==> src/logic/cache_params_pkg.sv <==
package cache_params_pkg;

    // Byte addresses, 32-bit CPU words
    localparam int addr_bits = 32;
    localparam int word_bits = 32;

    // Associativity
    localparam int num_ways = 4;
    localparam int way_bits = $clog2(num_ways);

    // Sets and address split
    localparam int num_sets    = 16;
    localparam int index_bits  = 4;
    localparam int offset_bits = 5;
    localparam int tag_bits    = addr_bits - index_bits - offset_bits;

    // Line shape
    localparam int line_bits      = 256;
    localparam int line_bytes     = line_bits / 8;
    localparam int words_per_line = line_bits / word_bits;
    localparam int word_sel_bits  = $clog2(words_per_line);

    // Dirty bit sits above the tag
    localparam int tag_entry_bits = tag_bits + 1;

    // Tree pseudo-LRU, one bit per internal node
    localparam int plru_width = num_ways - 1;

endpackage

==> src/logic/cache_types.sv <==
package cache_types;

    import cache_params_pkg::*;

    typedef enum logic [2:0] {
        idle_s        = 3'd0,
        compare_tag_s = 3'd1,
        writeback_s   = 3'd2,
        allocate_s    = 3'd3,
        refill_wait_s = 3'd4
    } state_t;

    // Same bits seen by memory as a line and by the CPU as words
    typedef union packed {
        logic [line_bits-1:0]                      flat;
        logic [words_per_line-1:0][word_bits-1:0] words;
    } cache_line_u;

    typedef struct packed {
        logic [addr_bits-1:0] addr;
        logic                 rmask;
        logic [3:0]           wmask;
        logic [word_bits-1:0] wdata;
    } cpu_req_t;

    typedef struct packed {
        logic                 resp;
        logic [word_bits-1:0] rdata;
    } cpu_rsp_t;

    typedef struct packed {
        logic [addr_bits-1:0] addr;
        logic                 read;
        logic                 write;
        cache_line_u          wdata;
    } mem_req_t;

    typedef struct packed {
        logic        resp;
        cache_line_u rdata;
    } mem_rsp_t;

    typedef struct packed {
        logic                dirty;
        logic [tag_bits-1:0] tag;
    } tag_entry_t;

    typedef struct packed {
        logic       valid;
        tag_entry_t tag_entry;
    } way_status_t;

endpackage

==> src/logic/cache_data_array.sv <==
`timescale 1ns/1ps

module cache_data_array (
    input  logic                                   clk,
    input  logic                                   we,
    input  logic [cache_params_pkg::line_bytes-1:0] byte_mask,
    input  logic [cache_params_pkg::index_bits-1:0] addr,
    input  cache_types::cache_line_u               din,
    output cache_types::cache_line_u               dout
);

    import cache_params_pkg::*;

    logic [line_bytes-1:0][7:0] lines [num_sets];

    always_ff @(posedge clk) begin
        if (we) begin
            for (int b = 0; b < line_bytes; b++) begin
                if (byte_mask[b]) begin
                    lines[addr][b] <= din.flat[b*8 +: 8];
                end
            end
        end
        dout.flat <= lines[addr];
    end

endmodule

==> config.mk <==
export PLATFORM = sky130hd
export DESIGN_NAME = cache_data_array
export DESIGN_NICKNAME = d
export VERILOG_FILES = /design/src/logic/cache_params_pkg.sv /design/src/logic/cache_types.sv /design/src/logic/cache_data_array.sv
export SDC_FILE = /design/constraint.sdc
export NUM_CORES = 2
export LEC_CHECK = 0
export BUFFER_PORTS_ARGS = -buffer_cell sky130_fd_sc_hd__buf_2
export CORE_UTILIZATION = 62
export DETAILED_ROUTE_END_ITERATION = 10
export PLACE_DENSITY = 0.8
export SYNTH_ARGS = -nofsm -noshare
export SYNTH_HDL_FRONTEND = slang
export SYNTH_SLANG_ARGS = --single-unit
==> constraint.sdc <==
create_clock -name clk -period 3.88 [get_ports clk]
set_input_delay 0.97 -clock clk [delete_from_list [all_inputs] [get_ports clk]]
set_output_delay 0.97 -clock clk [all_outputs]
set_load 0.005 [all_outputs]
# Word-level counts from Yosys, hierarchy flattened
# Memory sizes are Yosys's and may differ from the RTL's. A register that Yosys moved wholly into a read port is not among the register bits.
# Index checks and enable logic that the tools add are counted.
# totals
input_bits,294
output_inout_bits,256
ff_bits,0
ram_bits,4096
n_memories,1
wordCells,97
# memory_table
name,depth,word_bits,rd,rd_clocked_by_memory_dff,wr,line,rtl
lines,16,256,1,1,1,cache_data_array.sv:14,logic [line_bytes-1:0][7:0] lines [num_sets];
# op_classes
mux,96
# op_table
cell,count
1-bit 2-to-1 mux,96

# Logic depth before layout (Yosys ltp)
# depth
word_depth,3
depth_mapped,8

# Worst setup path before layout
# Ideal clock, no wire load.
# synth_timing
path_kind,input to register
from,in addr[0] in the netlist's numbering
to,mem lines[0][100] in the netlist's numbering (enable)
arrival_time_ns,2.485
required_time_ns,3.510
cell_stages,8
setup_slack_ns,1.025
path_cell_list,buf_2 -> buf_6 -> buf_6 -> buf_2 -> nor2_1 -> nand2_1 -> clkbuf_1 -> nor2_1
# synth_rtl
item,line,rtl
from (decl),cache_data_array.sv:7,"input logic [cache_params_pkg::index_bits-1:0] addr,"
to (decl),cache_data_array.sv:14,
# Straight into the memory's write port.

# Final worst setup path
# layout_timing
from,in we
to,mem lines[2][193] in the netlist's numbering (enable)
# layout_via
elab_chain_cells,2
# layout_rtl
item,line,rtl
from (decl),cache_data_array.sv:5,"input logic we,"
1-bit 2-to-1 mux,cache_data_array.sv:17,if (we) begin
1-bit 2-to-1 mux (not written as such),cache_data_array.sv:20,lines[addr][b] <= din.flat[b*8 +: 8];
# Every way passes these cells.

==> reports/summary.md <==
The routed layout has 80441 vias. The worst path uses 72.6% of the clock period. In the layout the commonest cells are edfxtp_1 (4096), mux4_2 (1024), buf_2 (546). The tools report the worst endpoint required time as 4.57 ns. The tools report the maximum clock frequency as 355 MHz. The cell area that synthesis handed to floorplanning was 160000 um2. The run gives 11577 as the starting DRC count in detailed routing.

The critical path class was in2reg. The first global-routing pass estimated 572 mm of wire. The leading area contributor after synthesis was edfxtp_1. Counting every instance in the synthesized netlist gives 7139. Estimated wirelength of the detail-placed design: 233 mm. The count of buffers added on input and output ports is 549. Post-synth net total: 7433.

The post-CTS clock slew at the launch and capture registers of the worst setup and hold paths was 0.07 ns; the detail-routed net length per standard cell was 33.4 um. The number of buffers added by the clock tree synthesis step came out at 421. For this design, the CTS-stage hold fixing added 0 buffers. The tools report the highest ir drop seen on vdd as 0.602 mV. The area of the multi-input gates came out at 30200 um2. The critical path starts at we. 550 I/O pins were placed.

The floorplan die area came out at 260000 um2. The run finished with clean final reports. In the final layout, the share of cells above drive strength 1 is 32.2%. The initial antenna violation count was 98. TritonCTS sink count: 4352. The clock arrives with 0.0914 ns of skew.

The analysis attributes to cell leakage a power of 60.6 nW. The number of cells traversed by the worst hold path was 1; the number of nets still failing antenna checks after routing was 0. Summing the sequential cell areas from Yosys gives 80.0% of the chip area. Max-cap violations in this run came to 0.

At the pin with the least slew margin, the transition time is 1.16 ns. In the post-route analysis, the smallest setup slack over all paths is 1.06 ns. By area the synthesized netlist is led by edfxtp_1 (77%), mux4_2 (14%), dfxtp_1 (3.2%).

In the final layout, flip-flops and latches occupy 128000 um2. Row generation in the floorplan step produced 186 rows. The number of distinct library cells after synthesis came out at 15. TritonCTS built the clock tree. The worst hold path begins at din[167].

STA classifies the critical path endpoint as a register. Counting the fill cells in the layout gives 13815. The number of endpoints with negative hold slack in the final report was 0. The final-layout setup total negative slack is 0 ns, and the setup-violating endpoint count in the final report is 0. Routability-driven placement finished with a final weighted congestion of 0.845. Data arrives at the worst endpoint at 3.51 ns. The tools report the post-place setup slack as 0.150 ns. The area growth from synthesis to layout is 14.9%. The die is 510 um wide. Largest fanout on the critical path: 16. Setup repair after global routing left no endpoint under its margin. The tools report the post-route total power as 98.8 mW. After detailed routing, the number of remaining DRC violations is 0. The overflow left after global routing is 0. The die span in y was 510 um; the clock network latency to the later pin of the worst-skew pair was 1.01 ns. The run gives 400 mm as the aggregate routed wire length. The run gives 31.0% as the total routing resource utilization after global routing.

The logic depth of the worst register-to-register path came out at 3. The cell sitting at the root of the clock tree is a clkbuf_16. The clock period minus worst slack was 2.82 ns.

The startpoint identified for the worst register-to-register timing path is lines[11][31]. Entering global routing, the biggest net connects 146 pins. The post-synthesis register bit count was 4352; the total power per unit cell area was 537 nW/um2.

After detailed routing, the number of vias per cell comes to 6.71. After synthesis, the largest area contributor takes up 76.8% of total cell area. In this run the post-CTS setup repair buffer count came out at 0.

The most common library cell in the layout ignoring fill and taps was edfxtp_1. The initial core utilization came out at 62.3%. A synthesized cell averages 22.4 um2. The floorplan core area came out at 257000 um2.

The post-layout net count was 8503. For the core utilization of the finished layout, the log shows 71.6%. The pre-antenna-repair detailed-routing pass consisted of 7 iterations. The maximum number of buffers from clock root to sink was 4; the warning count from the yosys run was 0. STA classifies the critical path startpoint as an input port. In this run the tightest slew margin relative to its limit is 22.5%.

The H-tree was split into 5 levels. Post-CTS repair changed the size of 0 cells. In this run the worst hold path is classified as in2reg. Instance area after placement: 170000 um2. The tools report the number of max-slew violations in the final report as 0. The via count of the first global-routing pass is 82550. The cell area after layout is 184000 um2.
## Yosys cell counts
master / number
and2b_1: 1
nor2_1: 514
mux4_2: 1024
buf_4: 47
clkbuf_1: 234
buf_6: 18
nor2b_1: 3
buf_2: 77
nand3_1: 4
buf_1: 52
and2_1: 1
a22oi_1: 512
nand2_1: 300
dfxtp_1: 256
edfxtp_1: 4096
## critical path, cell delays in order
cell     delay (ns)
buf_4          0.39
buf_4          0.36
buf_4          0.19
nand2_1        0.63
nor2_1         0.66
buf_4          0.28
## registers in the layout (all words and copies together), names as in the netlist
signal and cells:
lines 4096, dout 256
## routing by layer
metal	routed length [um]	vias to the layer above	track usage, %
met1	138000	41847	40.2
met4	19700	72	14.3
met5	436	-	0
met2	199000	5480	50.3
li1	-	31941	-
met3	42500	1101	7.32
## cell type report
| cell class | count | share of cell area, % |
|---|---|---|
| repair buffers | 1075 | 3.97 |
| well taps | 3384 | 2.30 |
| diodes | 45 | 0.0612 |
| clock inverters | 202 | 1.24 |
| flip-flops and latches | 4352 | 69.7 |
| clock buffers | 564 | 6.38 |
| multi-input cells | 2359 | 16.4 |
## power breakdown
group          internal (mW)  switching (mW)  total [mW]  leakage [nW]
Sequential              52.1           0.404        52.5          39.1
Clock                   24.3            17.4        41.6          6.86
Combinational           1.77            2.88        4.65          14.7
Total                   78.2            20.7        98.8          60.6
## cell families (layout without fill, tap and decap cells)
family	after synthesis	in the layout	share of synthesized area (%)
buf+inv	428	1841	1.26
mux	1024	1024	14.4
compound gates	512	512	2.40
other cells	0	45	0
flops	4352	4352	80.0
simple gates	823	823	1.94
## stage by stage
step / hold WS (ns) / std cells
after floorplan: 0.635 / 7139
final: 0.345 / 11981
after CTS: 0.291 / 11936
after global routing: 0.316 / 11961
after global placement: 0.643 / 11170
after detailed placement: 0.652 / 11170
## path summary, 6_finish.rpt
path,endpoint,slack (ns)
max,lines[2][193],1.06
min,lines[0][167],0.35
max reg2reg,dout[31],2.21
min reg2reg,dout[5],0.62
No activity file was read; power rests on OpenSTA's default activity.
