<file path="config.mk">
export PLATFORM = sky130hd
export DESIGN_NAME = cache_control
export DESIGN_NICKNAME = d
export VERILOG_FILES = /design/src/logic/cache_params_pkg.sv /design/src/logic/cache_types.sv /design/src/logic/cache_control.sv
export SDC_FILE = /design/constraint.sdc
export NUM_CORES = 1
export LEC_CHECK = 0
export BUFFER_PORTS_ARGS = -buffer_cell sky130_fd_sc_hd__buf_2
export CORE_AREA = 4 4 41 43
export CTS_CLUSTER_DIAMETER = 80
export CTS_CLUSTER_SIZE = 24
export DETAILED_ROUTE_END_ITERATION = 8
export DIE_AREA = 0 0 45 47
export HOLD_SLACK_MARGIN = 0.06
export MAX_ROUTING_LAYER = met4
export PLACE_DENSITY_LB_ADDON = 0.2
export SYNTH_ARGS = -nofsm -noshare
export SYNTH_HDL_FRONTEND = slang
export SYNTH_SLANG_ARGS = --single-unit
</file>
<file path="constraint.sdc">
create_clock -name clk -period 2.5 [get_ports clk]
set_input_delay 0.5 -clock clk [delete_from_list [all_inputs] [get_ports clk]]
set_output_delay 0.5 -clock clk [all_outputs]
set_load 0.05 [all_outputs]
</file>
<file path="src/logic/cache_params_pkg.sv">
package cache_params_pkg;

    // Byte addresses, 32-bit CPU words
    localparam int addr_bits = 32;
    localparam int word_bits = 32;

    // Associativity
    localparam int num_ways = 4;
    localparam int way_bits = $clog2(num_ways);

    // Sets and address split
    localparam int num_sets    = 16;
    localparam int index_bits  = 4;
    localparam int offset_bits = 5;
    localparam int tag_bits    = addr_bits - index_bits - offset_bits;

    // Line shape
    localparam int line_bits      = 256;
    localparam int line_bytes     = line_bits / 8;
    localparam int words_per_line = line_bits / word_bits;
    localparam int word_sel_bits  = $clog2(words_per_line);

    // Dirty bit sits above the tag
    localparam int tag_entry_bits = tag_bits + 1;

    // Tree pseudo-LRU, one bit per internal node
    localparam int plru_width = num_ways - 1;

endpackage

</file>
<file path="src/logic/cache_types.sv">
package cache_types;

    import cache_params_pkg::*;

    typedef enum logic [2:0] {
        idle_s        = 3'd0,
        compare_tag_s = 3'd1,
        writeback_s   = 3'd2,
        allocate_s    = 3'd3,
        refill_wait_s = 3'd4
    } state_t;

    // Same bits seen by memory as a line and by the CPU as words
    typedef union packed {
        logic [line_bits-1:0]                      flat;
        logic [words_per_line-1:0][word_bits-1:0] words;
    } cache_line_u;

    typedef struct packed {
        logic [addr_bits-1:0] addr;
        logic                 rmask;
        logic [3:0]           wmask;
        logic [word_bits-1:0] wdata;
    } cpu_req_t;

    typedef struct packed {
        logic                 resp;
        logic [word_bits-1:0] rdata;
    } cpu_rsp_t;

    typedef struct packed {
        logic [addr_bits-1:0] addr;
        logic                 read;
        logic                 write;
        cache_line_u          wdata;
    } mem_req_t;

    typedef struct packed {
        logic        resp;
        cache_line_u rdata;
    } mem_rsp_t;

    typedef struct packed {
        logic                dirty;
        logic [tag_bits-1:0] tag;
    } tag_entry_t;

    typedef struct packed {
        logic       valid;
        tag_entry_t tag_entry;
    } way_status_t;

endpackage

</file>
<file path="src/logic/cache_control.sv">
`timescale 1ns/1ps

module cache_control (
    input  logic                  clk,
    input  logic                  reset,
    input  cache_types::cpu_req_t cpu_req,
    input  logic                  hit,
    input  logic                  dirty_victim,
    input  logic                  mem_rsp_resp,
    output cache_types::state_t   state,
    output logic                  mem_read,
    output logic                  mem_write
);

    import cache_types::*;

    state_t next_state;
    logic   req_valid;

    assign req_valid = cpu_req.rmask || (|cpu_req.wmask);

    always_ff @(posedge clk) begin
        if (reset) begin
            state <= idle_s;
        end else begin
            state <= next_state;
        end
    end

    always_comb begin
        next_state = state;
        case (state)
            idle_s: begin
                if (req_valid) begin
                    next_state = compare_tag_s;
                end
            end
            compare_tag_s: begin
                // Datapath responds in this cycle on a hit
                if (hit) begin
                    next_state = idle_s;
                end else if (dirty_victim) begin
                    next_state = writeback_s;
                end else begin
                    next_state = allocate_s;
                end
            end
            writeback_s: begin
                if (mem_rsp_resp) begin
                    next_state = allocate_s;
                end
            end
            allocate_s: begin
                if (mem_rsp_resp) begin
                    next_state = refill_wait_s;
                end
            end
            // Arrays need one more read before the refilled line is visible
            refill_wait_s: next_state = compare_tag_s;
            default: next_state = idle_s;
        endcase
    end

    assign mem_read  = state == allocate_s;
    assign mem_write = state == writeback_s;

    mem_strobe_excl: assert property (@(posedge clk) disable iff (reset)
        !(mem_read && mem_write));

    state_legal: assert property (@(posedge clk) disable iff (reset)
        state inside {idle_s, compare_tag_s, writeback_s, allocate_s, refill_wait_s});

endmodule

</file>
# Yosys cells after proc, flatten, opt, wreduce, memory -nomap -nowiden
# Index checks and enable logic that the tools add are counted.
dict set report op_classes {
  n_addsub 0
  multipliers 0
  n_div 0
  magnitude_cmp 0
  n_eq_ne 7
  n_shift 0
  muxes 6
  n_bitwise 0
  n_reduce_logical 4
}
# operator count
set ops {}
lappend ops {{$pmux W3 S5} 1}
lappend ops {{$mux W3} 3}
lappend ops {{$eq A3 B2 Y1 const B} 2}
lappend ops {{$ne A2 B2 Y1 const B} 3}
lappend ops {{$reduce_or A4 Y1} 1}
lappend ops {{$eq A3 B1 Y1 const B} 1}
lappend ops {{$eq A3 B3 Y1 const B} 1}
lappend ops {{$logic_not A3 Y1} 1}
lappend ops {{$reduce_and A3 Y1} 1}
lappend ops {{$mux W2} 1}
lappend ops {{$logic_or A1 B1 Y1} 1}
lappend ops {{$mux W1} 1}
dict set report word_totals {
  register_bits 3
  latchBits 0
  mem_bits_rw 0
  romBits 0
  wordCells 18
  mem_count 0
}

# Logic depth before layout (Yosys ltp)
dict set report depth {
  word_depth 4
  mapped_depth 3
  depth_no_buf 3
}

# Worst setup path before layout
# Ideal clock, no wire load.
dict set report synth_path {
  path_kind {register -> output}
  from {reg state[1]}
  to {out mem_write}
  arrival_ns 1.517
  t_required_ns 2.000
  slack_ns 0.483
  stages_incl_launch_ff 3
  cell_sequence {dfxtp_1 -> nand2b_1 -> nor2_1}
}
dict set report synth_via {
  elab_chain_cells 1
}
# element line
set synth_rtl {}
lappend synth_rtl {{from (decl)} cache_control.sv:10} ;# output cache_types::state_t state,
lappend synth_rtl {{from (signal assigned)} cache_control.sv:24} ;# state <= idle_s;
lappend synth_rtl {{from (signal assigned)} cache_control.sv:26} ;# state <= next_state;
lappend synth_rtl {{$eq A3 B2 Y1} cache_control.sv:65} ;# assign mem_write = state == writeback_s;
lappend synth_rtl {{to (decl)} cache_control.sv:12} ;# output logic mem_write
# No other way between the ends.

# Worst setup path in the final report
# Ends and elaborated chain as after synthesis.

==> metrics.md <==
| Metric | Value |
|---|---|
| Synth top area cells | dfxtp_1, nor2_1, nand2b_1 |
| Fmax | 608 MHz |
| Via count | 214 |
| RSZ-0062 raised after global routing | no |
| First-pass GRT wire length | 807 um |
| Final net count | 112 |
| Synth Warn # | 0 |
| Core area | 1300 um^2 |
| Clock tree sinks | 3 |
| Crit path kind | reg2out |
| Share of cells above drive strength 1 | 0.541 |
| Final wirelength | 506 um |
| Slew Limit Fails | 0 |
| Fin crit share | 0.658 |
| Post-Synthesis Cell Area | 164 um^2 |
| Worst hold-check path type | in2reg |
| Worst-Margin Slew | 0.253 ns |
| Yosys cell types | 12 |
| Max_cap viols | 0 |
| Outcome | complete, no violations |
| Setup TNS | 0 ns |
| CP Launch Type | flop |
| Syn Area/Cell | 8.63 um^2 |
| Reg with most FFs | state |
| Mapped Cells | 19 |
| Antenna viol nets, final | 0 |
| Final instance area | 279 um^2 |
| Post_cts resized | 0 |
| Leakage | 0.136 nW |
| Final hold vios | 0 |
| Root buffer cell | clkbuf_4 |
| VDD IR max | 0.337 mV |
| Largest net degree at the start of global routing | 8 |
| Power density over the cells | 676 nW/um^2 |
| Largest registers | state x3 |
| Post-Place Cell Area | 253 um^2 |
| First DRT Iteration DRCs | 2 |
| GPL Wtd Cong | 0.678 |
| Worst-skew pair later-pin latency | 0.23 ns |
| Hold Buf Count CTS | 0 |
| Setup Skew | 0.00295 ns |
| # rows | 13 |
| Max-slew headroom | 0.833 |
| Die W | 45 um |
| Area growth syn-to-layout | 70.2% |
| Clock tree buffer depth | 2 |
| Final worst path period need | 1.65 ns |
| Synth top area share | 0.366 |
| Critical Path End Type | output pin |
| Starting Density | 0.126 |
| Initial antenna violation count | 0 |
| Cts bufs inserted | 3 |
| Wire per inst | 9.73 um |
| Max H-tree Level | 1 |
| Number of port buffers | 14 |
| Seq/Total Area, Yosys | 0.366 |
| CTS tree | done |
| DRC Markers | 0 |
| I/O pin cnt | 79 |
| Seq cells post-synth | 3 |
| Die H | 47 um |
| Dominant cell type by area after synthesis | dfxtp_1 |
| First-pass DRT Iterations | 2 |
| Clk slew on worst S/H paths | 0.04 ns |
| Setup violators final | 0 |
| Design Power | 0.000189 W |
| Full die area | 2120 um^2 |
| Total GRT Usage | 0.0538 |
| Max FO, Critical Path | 7 |
| Data arrival time of the worst path | 1.15 ns |
| Ant diodes | 0 |
| Req. time, crit path | 2.00 ns |
| Max FFs per register | 3 |
| Post-CTS Setup Bufs | 0 |
| Net Count, Synth | 93 |
| Drt via density | 4.12 |
| Vias in the first global route | 212 |
| Total congestion overflow | 0 |
==> per-stage QoR <==
step | hold WS (ns) | cells | util | worst slack [ns]
detailed placement | 0.535 | 48 | 0.194 | 0.985
floorplan | 0.577 | 19 | - | 0.483
finish | 0.456 | 52 | 0.214 | 0.854
CTS | 0.448 | 52 | 0.214 | 0.842
global route | 0.460 | 52 | 0.214 | 0.760
global placement | 0.541 | 48 | 0.194 | 0.995
==> placed cells by master (no fill, tap or decap) <==
cell type  count
nand2b_1       2
and3b_2        1
o32ai_1        1
dfxtp_1        3
buf_2         14
or4_1          1
nor2_1         4
clkbuf_1       1
o22ai_2        1
nor3_1         1
a22oi_1        1
nand2_1        1
or4_4          1
a21oi_1        2
clkbuf_4       3
==> routing by layer <==
layer	share of wire	up-vias	wire, um	track usage
li1	-	108	-	-
met1	0.42	96	213	0.0636
met2	0.48	10	244	0.0819
met3	0.095	0	48	0.0345
met4	0	0	0	0
met5	0	-	0	-
==> final cells by class <==
type,count,area [um^2]
fillers,160,1020
multi-input cells,16,104
repair buffers,14,70.1
flip-flops and latches,3,60.1
clock buffers,4,26.3
well taps,15,18.8
==> cell usage after synthesis, drive strengths merged <==
cell type	n
and3b	1
or4	2
nand2b	2
o32ai	1
nand2	1
dfxtp	3
nor2	4
a21oi	2
nor3	1
a22oi	1
o22ai	1
==> path summary, 6_finish.rpt <==
path / from / to / slack, ns / cells past startpoint
worst max-delay path: state[1]$_SDFFE_PP0P_ / mem_write / 0.85 / 3
worst min-delay path: reset / state[1]$_SDFFE_PP0P_ / 0.46 / 2
worst max register to register: state[0]$_SDFFE_PP0P_ / state[0]$_SDFFE_PP0P_ / 1.26 / 3
worst min register to register: state[2]$_SDFFE_PP0P_ / state[1]$_SDFFE_PP0P_ / 0.54 / 1
==> logic make-up (layout without fill, tap and decap cells) <==
logic type / Yosys count / in the layout / synth area share
flip-flops: 3 / 3 / 0.366
buffers and inverters: 0 / 18 / 0
AO/OA/AOI/OAI: 5 / 5 / 0.237
AND/OR/NAND/NOR: 11 / 11 / 0.397
==> worst max-delay path: stages (launching register included) <==
cell      delay, ns
dfxtp_1        0.42
nand2b_1       0.12
nor2_1         0.11
buf_2          0.27
==> report_power, final <==
part / switching (W) / leakage (nW) / internal (W)
Clock: 0.0000228 / 0.0150 / 0.0000596
Combinational: 0.0000306 / 0.0959 / 0.0000177
Sequential: 0.00000592 / 0.0247 / 0.0000520
Power figures use the tool's default switching activity.
