<file path="config.mk">
export PLATFORM = sky130hd
export DESIGN_NAME = ff_array
export DESIGN_NICKNAME = d
export VERILOG_FILES = /design/src/logic/cache_params_pkg.sv /design/src/logic/ff_array.sv
export SDC_FILE = /design/constraint.sdc
export NUM_CORES = 1
export LEC_CHECK = 0
export BUFFER_PORTS_ARGS = -buffer_cell sky130_fd_sc_hd__buf_2
export CORE_UTILIZATION = 56
export CTS_BUF_LIST = sky130_fd_sc_hd__clkbuf_16
export CTS_CLUSTER_DIAMETER = 100
export DETAILED_ROUTE_END_ITERATION = 10
export HOLD_SLACK_MARGIN = 0.12
export PLACE_DENSITY_LB_ADDON = 0.1
export SLEW_MARGIN = 20
export SYNTH_ARGS = -nofsm -noshare
export SYNTH_HDL_FRONTEND = slang
export SYNTH_SLANG_ARGS = --single-unit
</file>
<file path="constraint.sdc">
create_clock -name clk -period 1.5 [get_ports clk]
set_input_delay 0.225 -clock clk [delete_from_list [all_inputs] [get_ports clk]]
set_output_delay 0.225 -clock clk [all_outputs]
set_load 0.01 [all_outputs]
</file>
<file path="src/logic/cache_params_pkg.sv">
package cache_params_pkg;

    // Byte addresses, 32-bit CPU words
    localparam int addr_bits = 32;
    localparam int word_bits = 32;

    // Associativity
    localparam int num_ways = 4;
    localparam int way_bits = $clog2(num_ways);

    // Sets and address split
    localparam int num_sets    = 16;
    localparam int index_bits  = 4;
    localparam int offset_bits = 5;
    localparam int tag_bits    = addr_bits - index_bits - offset_bits;

    // Line shape
    localparam int line_bits      = 256;
    localparam int line_bytes     = line_bits / 8;
    localparam int words_per_line = line_bits / word_bits;
    localparam int word_sel_bits  = $clog2(words_per_line);

    // Dirty bit sits above the tag
    localparam int tag_entry_bits = tag_bits + 1;

    // Tree pseudo-LRU, one bit per internal node
    localparam int plru_width = num_ways - 1;

endpackage

</file>
<file path="src/logic/ff_array.sv">
`timescale 1ns/1ps

module ff_array #(
    parameter int width = 1,
    parameter int depth = cache_params_pkg::num_sets
) (
    input  logic                     clk,
    input  logic                     reset,
    input  logic                     we,
    input  logic [$clog2(depth)-1:0] addr,
    input  logic [width-1:0]         din,
    output logic [width-1:0]         dout
);

    logic [width-1:0] entries [depth];

    always_ff @(posedge clk) begin
        if (reset) begin
            for (int i = 0; i < depth; i++) begin
                entries[i] <= '0;
            end
            dout <= '0;
        end else begin
            if (we) begin
                entries[addr] <= din;
            end
            // Read sees the value from before this edge's write
            dout <= entries[addr];
        end
    end

endmodule

</file>
# After elaboration in Yosys (flattened, before gate mapping)
# Memory sizes are Yosys's and may differ from the RTL's. A register that Yosys moved wholly into a read port is not among the register bits.
# Index checks and enable logic that the tools add are counted.
[classes]
n_mux = 8
reduce_logical = 1
[op_table]
columns = ["cell", "n"]
rows = [
  ["1-bit two-way mux", 7],
  ["4-bit two-way mux", 1],
  ["1-bit OR reduction", 1],
]
[word_totals]
regBits = 0
ram_bits = 16
input_bits = 8
out_inout_bits = 1
word_cells = 10
n_memories = 1
[memory_table]
columns = ["memory", "depth", "width", "rd", "rd_clocked_by_memory_dff", "write_ports", "line_no", "rtl"]
rows = [
  ["entries", 16, 1, 1, 1, 16, "ff_array.sv:15", "logic [width-1:0] entries [depth];"],
]

# Logic depth before layout (Yosys ltp)
# Gate-level depths: netlist of run 1.
[logic_depth]
ltp_word = 5
mapped_depth = 5
mapped_depth_nobuf = 4

# Worst setup path before layout of run 1
# Ideal clock, no wire load.
[synth_timing]
path_type = "input port to flip-flop"
startpoint = "in reset"
endpoint = "mem entries[13] (enable)"
arrival_ns = 1.033
required_time_ns = 1.198
setup_slack_ns = 0.164
path_stages = 5
n_path_buf = 1
cell_sequence = "buf_2 > inv_1 > nand2_1 > or3_1 > o21ai_1"
[synth_rtl]
columns = ["item", "line_no", "rtl"]
rows = [
  ["start, declared", "ff_array.sv:8", "input logic reset,"],
  ["end, declared", "ff_array.sv:15", ""],
]

==> results.toml, run 1 <==
[status]
run_status = "completed"

[power]
switching_share_pct = 21.4
power_density_mw_per_mm2 = 1100
switching_power_w = 0.000259
power.combinational.fraction_pct = 10.7
post-layout-total-power_w = 0.00121
p_int_w = 0.000954
irDropWorstVdd_uv = 897
power_frac_clock_pct = 43.4
seq_power_share_pct = 45.8
power.static_leakage_nw = 0.445

[drt]
drt_pre_antenna_iters = 4
routed-via-count = 785
dr.first_iter.drc_count = 51
drtAntennaViolNets = 0
avgViaCountPerCell = 6.38
post-route-drc-count = 0
detail_route.wl_per_cell_um = 17.0
routed_wirelength_mm = 2.10

[placed_design]
hpwl_mm = 1.52
buffer_ports.inserted = 8
post_dp_cell_area_mm2 = 0.00103
place_congestion = 0.851
pre_cts_slack_ns = 0.0844

[synthesis]
synthesis.area_um2 = 945
yosysWarningCount = 0
avgSynthCellArea_um2 = 10.2
post_synth_num_cell_types = 25
synth-compound-area-share_pct = 12.6
synth_nets = 101
synth-adder-area-share_pct = 0
synth_top_family_by_area = "simple AND/OR/NAND/NOR gates"
seq_area_frac_synth_pct = 53.0
ys_seq_elements = 17
synth_xor_area_share_pct = 0
synth_cells = 93
synth_simple_gate_area_share_pct = 20.1
post_synth_mux_area_share_pct = 9.14

[sta]
slew_headroom_pct = 79.3
timing.final.max_slew_violations = 0
report.final.setup_viol = 0
clock_skew_ns = 0.00195
rsz0062_at_grt = "false"
max_slew.worst_pin.slew_ns = 0.307
final-hold-violation-count = 0
timing.final.ws_setup_ns = 0.280
sum_of_negative_setup_slack_ns = 0
final.min_clock_period_ns = 1.22
timing.final.crit_share_pct = 81.3
achievable-frequency_mhz = 820

[clock_network]
cts.hold.buffers_added = 0
htree_num_levels = 1
clk_root_buffer_cell = "clkbuf_16"
clkSlewWorstSetupHoldPaths_ns = 0.05
cts_num_sinks = 17
postCtsSetupRepairBufs = 0
cts_tree = "done"
clock_tree.buffer_depth = 2
cts_inserted_buffers = 3
worst_skew_pair.late_latency_ns = 0.25
cts_resized = 0

[worst_setup_path]
critPathArrivalTime_ns = 1.35
worst_setup_path_end_kind = "flop"
worst-setup-path-type = "reg2reg"
peak_fanout_along_the_critical_path = 1
cp.required_ns = 1.63
startpoint_type = "flop"

[global_route]
grt_max_degree = 15
grt_overflow_total = 0
grt_antenna_before_repair = 0
via_count_of_the_first_global_routing_pass = 715
global_route.usage.total_pct = 25.1
wire_length_of_the_first_global_routing_pass_mm = 3.22

[finish]
final_net_count = 116
number_of_diodes = 0
mostFrequentLayoutCells = "20 x nor2_1, 16 x edfxtp_1, 13 x nand2_1, 8 x buf_2, 8 x buf_4"
final_common_cell = "nor2_1"
multi_input_area_um2 = 395
area_growth_pct = 17.1
fillCellCount = 103
area_occupied_by_registers_um2 = 500
layout.cell_area.non_filler_mm2 = 0.00111
drive_above_1_share_pct = 22.4

[floorplan]
area_of_the_die_mm2 = 0.00186
floorplan.die.width_um = 43.1
core_area_mm2 = 0.00154
chipHeight_um = 43.1
ios = 9
floorplan.initialDensity_pct = 61.3
cell_row_count = 14

[worst_hold_path]
hold_class = "in2reg"

[flow_run]
max_capacitance_violation_count = 0
==> final cells by class <==
| class | count | area share (%) |
|---|---|---|
| sequential | 17 | 45.2 |
| multi-input combinational | 67 | 35.7 |
| timing repair buffer | 16 | 9.05 |
| clock buffer | 3 | 6.79 |
| tap | 16 | 1.81 |
| inverter | 3 | 1.02 |
| clock inverter | 1 | 0.339 |
==> registers in the layout (all words and copies together), names as in the netlist <==
name and count:
dout 1, entries 16
==> per-stage QoR <==
stage / util (%) / cells / hold WS (ns)
after global routing: 71.8 / 123 / 0.328
after CTS: 71.8 / 123 / 0.311
after detailed placement: 66.6 / 119 / 0.566
final: 71.8 / 123 / 0.315
after floorplan: - / 93 / 0.482
after global placement: 66.6 / 119 / 0.559
==> power by group through the flow <==
stage,Combinational [W],Sequential (W),Clock (W)
2_1_floorplan,0.0000876,0.000562,0
3_3_place_gp,0.000125,0.000563,0
3_5_place_dp,0.000127,0.000565,0
4_1_cts,0.000128,0.000556,0.000530
5_1_grt,0.000141,0.000558,0.000551
6_report,0.000130,0.000556,0.000527
==> critical path, stage by stage, from the launching register on <==
cell and delay (ns):
edfxtp_1 0.36, mux4_2 0.48, o2111ai_1 0.18, o21ai_1 0.09
==> layer usage <==
layer	vias to the layer above	global-route usage, %	share of wire [%]
met2	57	35.8	46
met3	9	10.6	12
met5	-	0	0
met1	358	31.9	38
li1	361	-	-
met4	0	14.5	3.5
==> kinds of logic (layout without fill, tap and decap cells) <==
logic type,Yosys count,count (layout)
AO/OA/AOI/OAI,17,17
flip-flops,17,17
AND/OR/NAND/NOR,44,44
buffers and inverters,9,23
multiplexers,6,6
==> cell usage after synthesis, drive strengths merged <==
library cell	instances	area share, %
mux4	2	4.8
mux2	1	1.2
dfxtp	1	2.1
and3	1	0.66
o311ai	1	0.93
o21ai	6	3.2
o31ai	2	1.6
buf	5	3.6
nor2b	2	1.3
nor2	20	7.9
o2111ai	1	0.93
mux2i	3	3.2
nand2	13	5.2
inv	3	1.2
clkbuf	1	0.40
edfxtp	16	51
nor3	2	1.1
a41o	1	1.2
nand3	4	2.1
or3	2	1.9
a21o	6	4.8
==> path summary, 6_finish.rpt <==
path | start | end | slack [ns] | cells after the start
worst max-delay path | entries[11] | dout | 0.28 | 3
worst min-delay path | reset | entries[7] | 0.32 | 2
worst max register to register | entries[11] | dout | 0.28 | 3
worst min register to register | entries[3] | dout | 0.68 | 4
(Power assumes the default switching activity.)
==> run 2: changes to the inputs <==
--- a/config.mk
+++ b/config.mk
@@ -6,7 +6,7 @@
 export NUM_CORES = 1
 export LEC_CHECK = 0
 export BUFFER_PORTS_ARGS = -buffer_cell sky130_fd_sc_hd__buf_2
-export CORE_UTILIZATION = 56
+export CORE_UTILIZATION = 51
 export CTS_BUF_LIST = sky130_fd_sc_hd__clkbuf_16
 export CTS_CLUSTER_DIAMETER = 100
 export DETAILED_ROUTE_END_ITERATION = 10
==> constraint.sdc (replaced) <==
create_clock -name clk -period 1 [get_ports clk]
set_input_delay 0.15 -clock clk [delete_from_list [all_inputs] [get_ports clk]]
set_output_delay 0.15 -clock clk [all_outputs]
set_load 0.01 [all_outputs]
==> run 2 against run 1 <==
The flow now finishes with violations (setup timing). Clock-buffer cell count stayed put. Clock skew increased by 0.0030 ns. Power is 56% higher. Sequential share of layout area is 6.3 points lower. First-iteration DRC count decreased by 41%. Die area increased by 9.3%. Critical path depth is the same. Design area up 16%. Routed wire length is 7.0% higher. Via count grew 1.9%. Maximum frequency rose by 1.9%. Critical path type unchanged. Largest cell class unchanged. Largest power group unchanged.
==> results.toml, run 2 (synthesis gave the netlist of run 1 again) <==
[status]
run_status = "finished, violations left"
violations = "setup timing"

[finish]
largest_registers = "entries x16, dout x1"
drive_above_1_share_pct = 43.3
area_growth_pct = 36.2
number_of_diodes = 0
max_flop_register = "entries"
final_net_count = 129
fillCellCount = 132
mostFrequentLayoutCells = "22 x buf_4, 19 x nor2_1, 16 x edfxtp_1, 12 x nand2_1, 7 x buf_2"
final_common_cell = "buf_4"
largest_reg_flops = 16

[drt]
avgViaCountPerCell = 5.52
detail_route.wl_per_cell_um = 15.5
drt_pre_antenna_iters = 4
routed-via-count = 800
post-route-drc-count = 0
dr.first_iter.drc_count = 30
routed_wirelength_mm = 2.24
drtAntennaViolNets = 0

[global_route]
grt_antenna_before_repair = 0
via_count_of_the_first_global_routing_pass = 765
global_route.usage.total_pct = 25.5
grt_overflow_total = 0
grt_max_degree = 12
wire_length_of_the_first_global_routing_pass_mm = 3.54

[floorplan]
ios = 9
floorplan.die.width_um = 45.0
cell_row_count = 15
chipHeight_um = 45.0
floorplan.initialDensity_pct = 54.7
core_area_mm2 = 0.00173
area_of_the_die_mm2 = 0.00203

[worst_setup_path]
path_cells = "mux4_2, o2111ai_2, o21ai_1"
worst-setup-path-type = "reg2reg"
critPathArrivalTime_ns = 1.33
peak_fanout_along_the_critical_path = 1
r2r_slack_ns = -0.20
cp.required_ns = 1.14
delay_contributed_by_the_slowest_stage_of_the_critical_path_ns = 0.47
cp_slowest_cell = "mux4_2"
startpoint_type = "flop"
worst_setup_path_end_kind = "flop"

[power]
p_int_w = 0.00147
irDropWorstVdd_uv = 1180
post-layout-total-power_w = 0.00189
power.combinational.fraction_pct = 13.6
power_frac_clock_pct = 42.3
power.static_leakage_nw = 0.523
switching_power_w = 0.000423
switching_share_pct = 22.4
seq_power_share_pct = 44.0
power_density_mw_per_mm2 = 1470

[sta]
sum_of_negative_setup_slack_ns = -0.197
timing.final.ws_setup_ns = -0.197
achievable-frequency_mhz = 836
slew_headroom_pct = 80.5
timing.final.max_slew_violations = 0
max_slew.worst_pin.slew_ns = 0.289
clock_skew_ns = 0.00496
final-hold-violation-count = 0
timing.final.crit_share_pct = 120
final.min_clock_period_ns = 1.20
report.final.setup_viol = 1
rsz0062_at_grt = "true"

[clock_network]
cts.hold.buffers_added = 0
cts_inserted_buffers = 3
cts_tree = "done"
clock_tree.buffer_depth = 2
clkSlewWorstSetupHoldPaths_ns = 0.05
worst_skew_pair.late_latency_ns = 0.25
cts_num_sinks = 17
htree_num_levels = 1
clk_root_buffer_cell = "clkbuf_16"

[placed_design]
hpwl_mm = 1.62
place_congestion = 0.926
buffer_ports.inserted = 8

[worst_hold_path]
hold_class = "in2reg"

[flow_run]
max_capacitance_violation_count = 0
run 2: metal layers:
| metal | global-route usage [%] | share of wire (%) | vias to the layer above |
|---|---|---|---|
| met5 | 0 | 0 | - |
| met4 | 10.9 | 2.0 | 0 |
| met3 | 3.60 | 2.4 | 6 |
| met2 | 38.0 | 46 | 20 |
| met1 | 37.4 | 49 | 388 |
| li1 | - | - | 386 |
run 2: stage by stage:
step	utilization, %	hold WS [ns]	cells	setup slack, ns	cell area, um2
2_1_floorplan	-	0.408	93	-0.162	972
3_3_place_gp	66.8	0.548	141	-0.322	1150
3_5_place_dp	66.8	0.543	141	-0.326	1150
4_1_cts	72.9	0.314	145	-0.210	1260
5_1_grt	74.5	0.326	145	-0.250	1290
6_report	74.5	0.313	145	-0.197	1290
run 2: layout make-up:
| cell class | count | area [um2] | share of cell area, % |
|---|---|---|---|
| Sequential cell | 17 | 500 | 38.9 |
| Multi-Input combinational cell | 67 | 464 | 36.1 |
| Timing Repair Buffer | 29 | 200 | 15.6 |
| Clock buffer | 3 | 75.1 | 5.84 |
| Tap cell | 25 | 31.3 | 2.43 |
| Inverter | 3 | 11.3 | 0.875 |
| Clock inverter | 1 | 3.75 | 0.292 |
run 2: what timing repair did:
action,CTS,global route
buffers inserted,0,0
resized for setup,6,8
endpoints found under the setup margin,7,18
pin swaps,0,1
run 2: final timing paths:
kind | startpoint | end | depth (start not counted)
setup / recovery | entries[10] | dout | 3
hold reg to reg | entries[4] | dout | 4
setup reg to reg | entries[10] | dout | 3
hold / removal | we | entries[7] | 2
run 2: worst max-delay path, delay by kind of cell, from the launching register on:
kind	cells	cell delay (ns)
AOI/OAI and AO/OA	2	0.25
DFF	1	0.36
muxes	1	0.47
run 2: power by group through the flow:
stage / Clock (W) / Sequential [W] / Combinational (W)
CTS: 0.000792 / 0.000832 / 0.000244
global placement: 0 / 0.000845 / 0.000229
floorplan: 0 / 0.000843 / 0.000143
global route: 0.000817 / 0.000837 / 0.000277
detailed placement: 0 / 0.000846 / 0.000233
finish: 0.000801 / 0.000833 / 0.000258
==> run 3: changes to the inputs <==
--- a/config.mk
+++ b/config.mk
@@ -12,6 +12,7 @@
 export DETAILED_ROUTE_END_ITERATION = 10
 export HOLD_SLACK_MARGIN = 0.12
 export PLACE_DENSITY_LB_ADDON = 0.1
+export RECOVER_POWER = 50
 export SLEW_MARGIN = 20
 export SYNTH_ARGS = -nofsm -noshare
 export SYNTH_HDL_FRONTEND = slang
==> run 3 against run 2 <==
The flow still finishes with violations (setup timing). Non-clock buffer count is the same. Core utilization shrank 0.80 points. Sequential share of layout area grew 0.42 points. Power shrank 0.40%. Design area shrank 1.1%. Sequential power is essentially flat. Worst hold slack is essentially flat. Clock-buffer cell count is the same. Final cell count is the same. Largest cell class unchanged.
==> results.toml, run 3 (synthesis gave the netlist of run 1 again) <==
[clock_network]
clk_root_buffer_cell = "clkbuf_16"
cts_tree = "done"
clock_tree.buffer_depth = 2
cts_num_sinks = 17
htree_num_levels = 1
clkSlewWorstSetupHoldPaths_ns = 0.05
cts.hold.buffers_added = 0
postCtsSetupRepairBufs = 0
cts_inserted_buffers = 3
worst_skew_pair.late_latency_ns = 0.25

[finish]
multi_input_area_um2 = 459
final_net_count = 129
layout.cell_area.non_filler_mm2 = 0.00127
mostFrequentLayoutCells = "19 x nor2_1, 19 x buf_4, 16 x edfxtp_1, 12 x nand2_1, 6 x a21o_1"
largest_reg_flops = 16
largest_registers = "entries x16, dout x1"
fillCellCount = 137
area_growth_pct = 34.7
number_of_diodes = 0
area_occupied_by_registers_um2 = 500
max_flop_register = "entries"
drive_above_1_share_pct = 40.0

[global_route]
grt_antenna_before_repair = 0
global_route.usage.total_pct = 25.5
wire_length_of_the_first_global_routing_pass_mm = 3.54
via_count_of_the_first_global_routing_pass = 765
grt_max_degree = 12
grt_overflow_total = 0

[power]
irDropWorstVdd_uv = 1180
switching_share_pct = 22.3
power_density_mw_per_mm2 = 1480
switching_power_w = 0.000419
power.combinational.fraction_pct = 13.3
power_frac_clock_pct = 42.5
seq_power_share_pct = 44.2
power.static_leakage_nw = 0.512
post-layout-total-power_w = 0.00188
p_int_w = 0.00146

[sta]
slew_headroom_pct = 77.0
timing.final.max_slew_violations = 0
rsz0062_at_grt = "true"
final-hold-violation-count = 0
clock_skew_ns = 0.00552
timing.final.crit_share_pct = 120
timing.final.ws_setup_ns = -0.199
sum_of_negative_setup_slack_ns = -0.395
final.min_clock_period_ns = 1.20
hold-worst-slack_ns = 0.313
report.final.setup_viol = 4
max_slew.worst_pin.slew_ns = 0.345
achievable-frequency_mhz = 834

[status]
run_status = "finished, violations left"
violations = "setup timing"

[placed_design]
post_dp_cell_area_mm2 = 0.00115
buffer_ports.inserted = 8
hpwl_mm = 1.62
place_congestion = 0.926

[drt]
avgViaCountPerCell = 5.56
drtAntennaViolNets = 0
detail_route.wl_per_cell_um = 15.3
post-route-drc-count = 0
dr.first_iter.drc_count = 26
routed-via-count = 806
routed_wirelength_mm = 2.22
drt_pre_antenna_iters = 4

[worst_setup_path]
startpoint_type = "flop"
critPathArrivalTime_ns = 1.34
cp.required_ns = 1.14
peak_fanout_along_the_critical_path = 1
worst_setup_path_end_kind = "flop"
worst-setup-path-type = "reg2reg"

[floorplan]
floorplan.die.width_um = 45.0
core_area_mm2 = 0.00173
cell_row_count = 15
floorplan.initialDensity_pct = 54.7
ios = 9
area_of_the_die_mm2 = 0.00203
chipHeight_um = 45.0

[flow_run]
max_capacitance_violation_count = 0

[worst_hold_path]
hold_class = "in2reg"
## run 3: power groups by stage
stage / sequential [W] / combinational, W / clock, W
2_1_floorplan: 0.000843 / 0.000143 / 0
3_3_place_gp: 0.000845 / 0.000229 / 0
3_5_place_dp: 0.000846 / 0.000233 / 0
4_1_cts: 0.000832 / 0.000244 / 0.000792
5_1_grt: 0.000837 / 0.000271 / 0.000817
6_report: 0.000832 / 0.000251 / 0.000800
## run 3: final cells by class
class | count | share of cell area [%]
Clock buffer | 3 | 5.90
Clock inverter | 1 | 0.295
Inverter | 3 | 0.885
Multi-Input combinational cell | 67 | 36.1
Sequential cell | 17 | 39.3
Tap cell | 25 | 2.46
Timing Repair Buffer | 29 | 15.0
## run 3: worst max-delay path, cell delays in order, from the launching register on
cell	delay (ns)
edfxtp_1	0.36
mux4_2	0.47
o2111ai_2	0.18
o21ai_1	0.08
## run 3: timing repair
action / CTS / global route
gates resized for setup: 6 / 8
setup endpoints to repair: 7 / 18
pin swaps: 0 / 1
## run 3: routing by layer
layer | routed length (um) | global-route usage (%) | vias up
met5 | 0 | 0 | -
met4 | 45 | 10.9 | 0
met3 | 85 | 3.60 | 6
met2 | 1030 | 38.0 | 27
met1 | 1050 | 37.4 | 387
li1 | - | - | 386
## run 3: final timing paths
check | start | endpoint | slack (ns) | depth (start not counted)
setup / recovery | entries[10] | dout | -0.20 | 3
hold / removal | we | entries[7] | 0.31 | 2
setup reg to reg | entries[10] | dout | -0.20 | 3
hold reg to reg | entries[4] | dout | 0.66 | 4
## run 3: stage by stage
step | worst slack (ns) | instances | util [%]
2_1_floorplan | -0.162 | 93 | -
3_3_place_gp | -0.322 | 141 | 66.8
3_5_place_dp | -0.326 | 141 | 66.8
4_1_cts | -0.210 | 145 | 72.9
5_1_grt | -0.250 | 145 | 73.7
6_report | -0.199 | 145 | 73.7
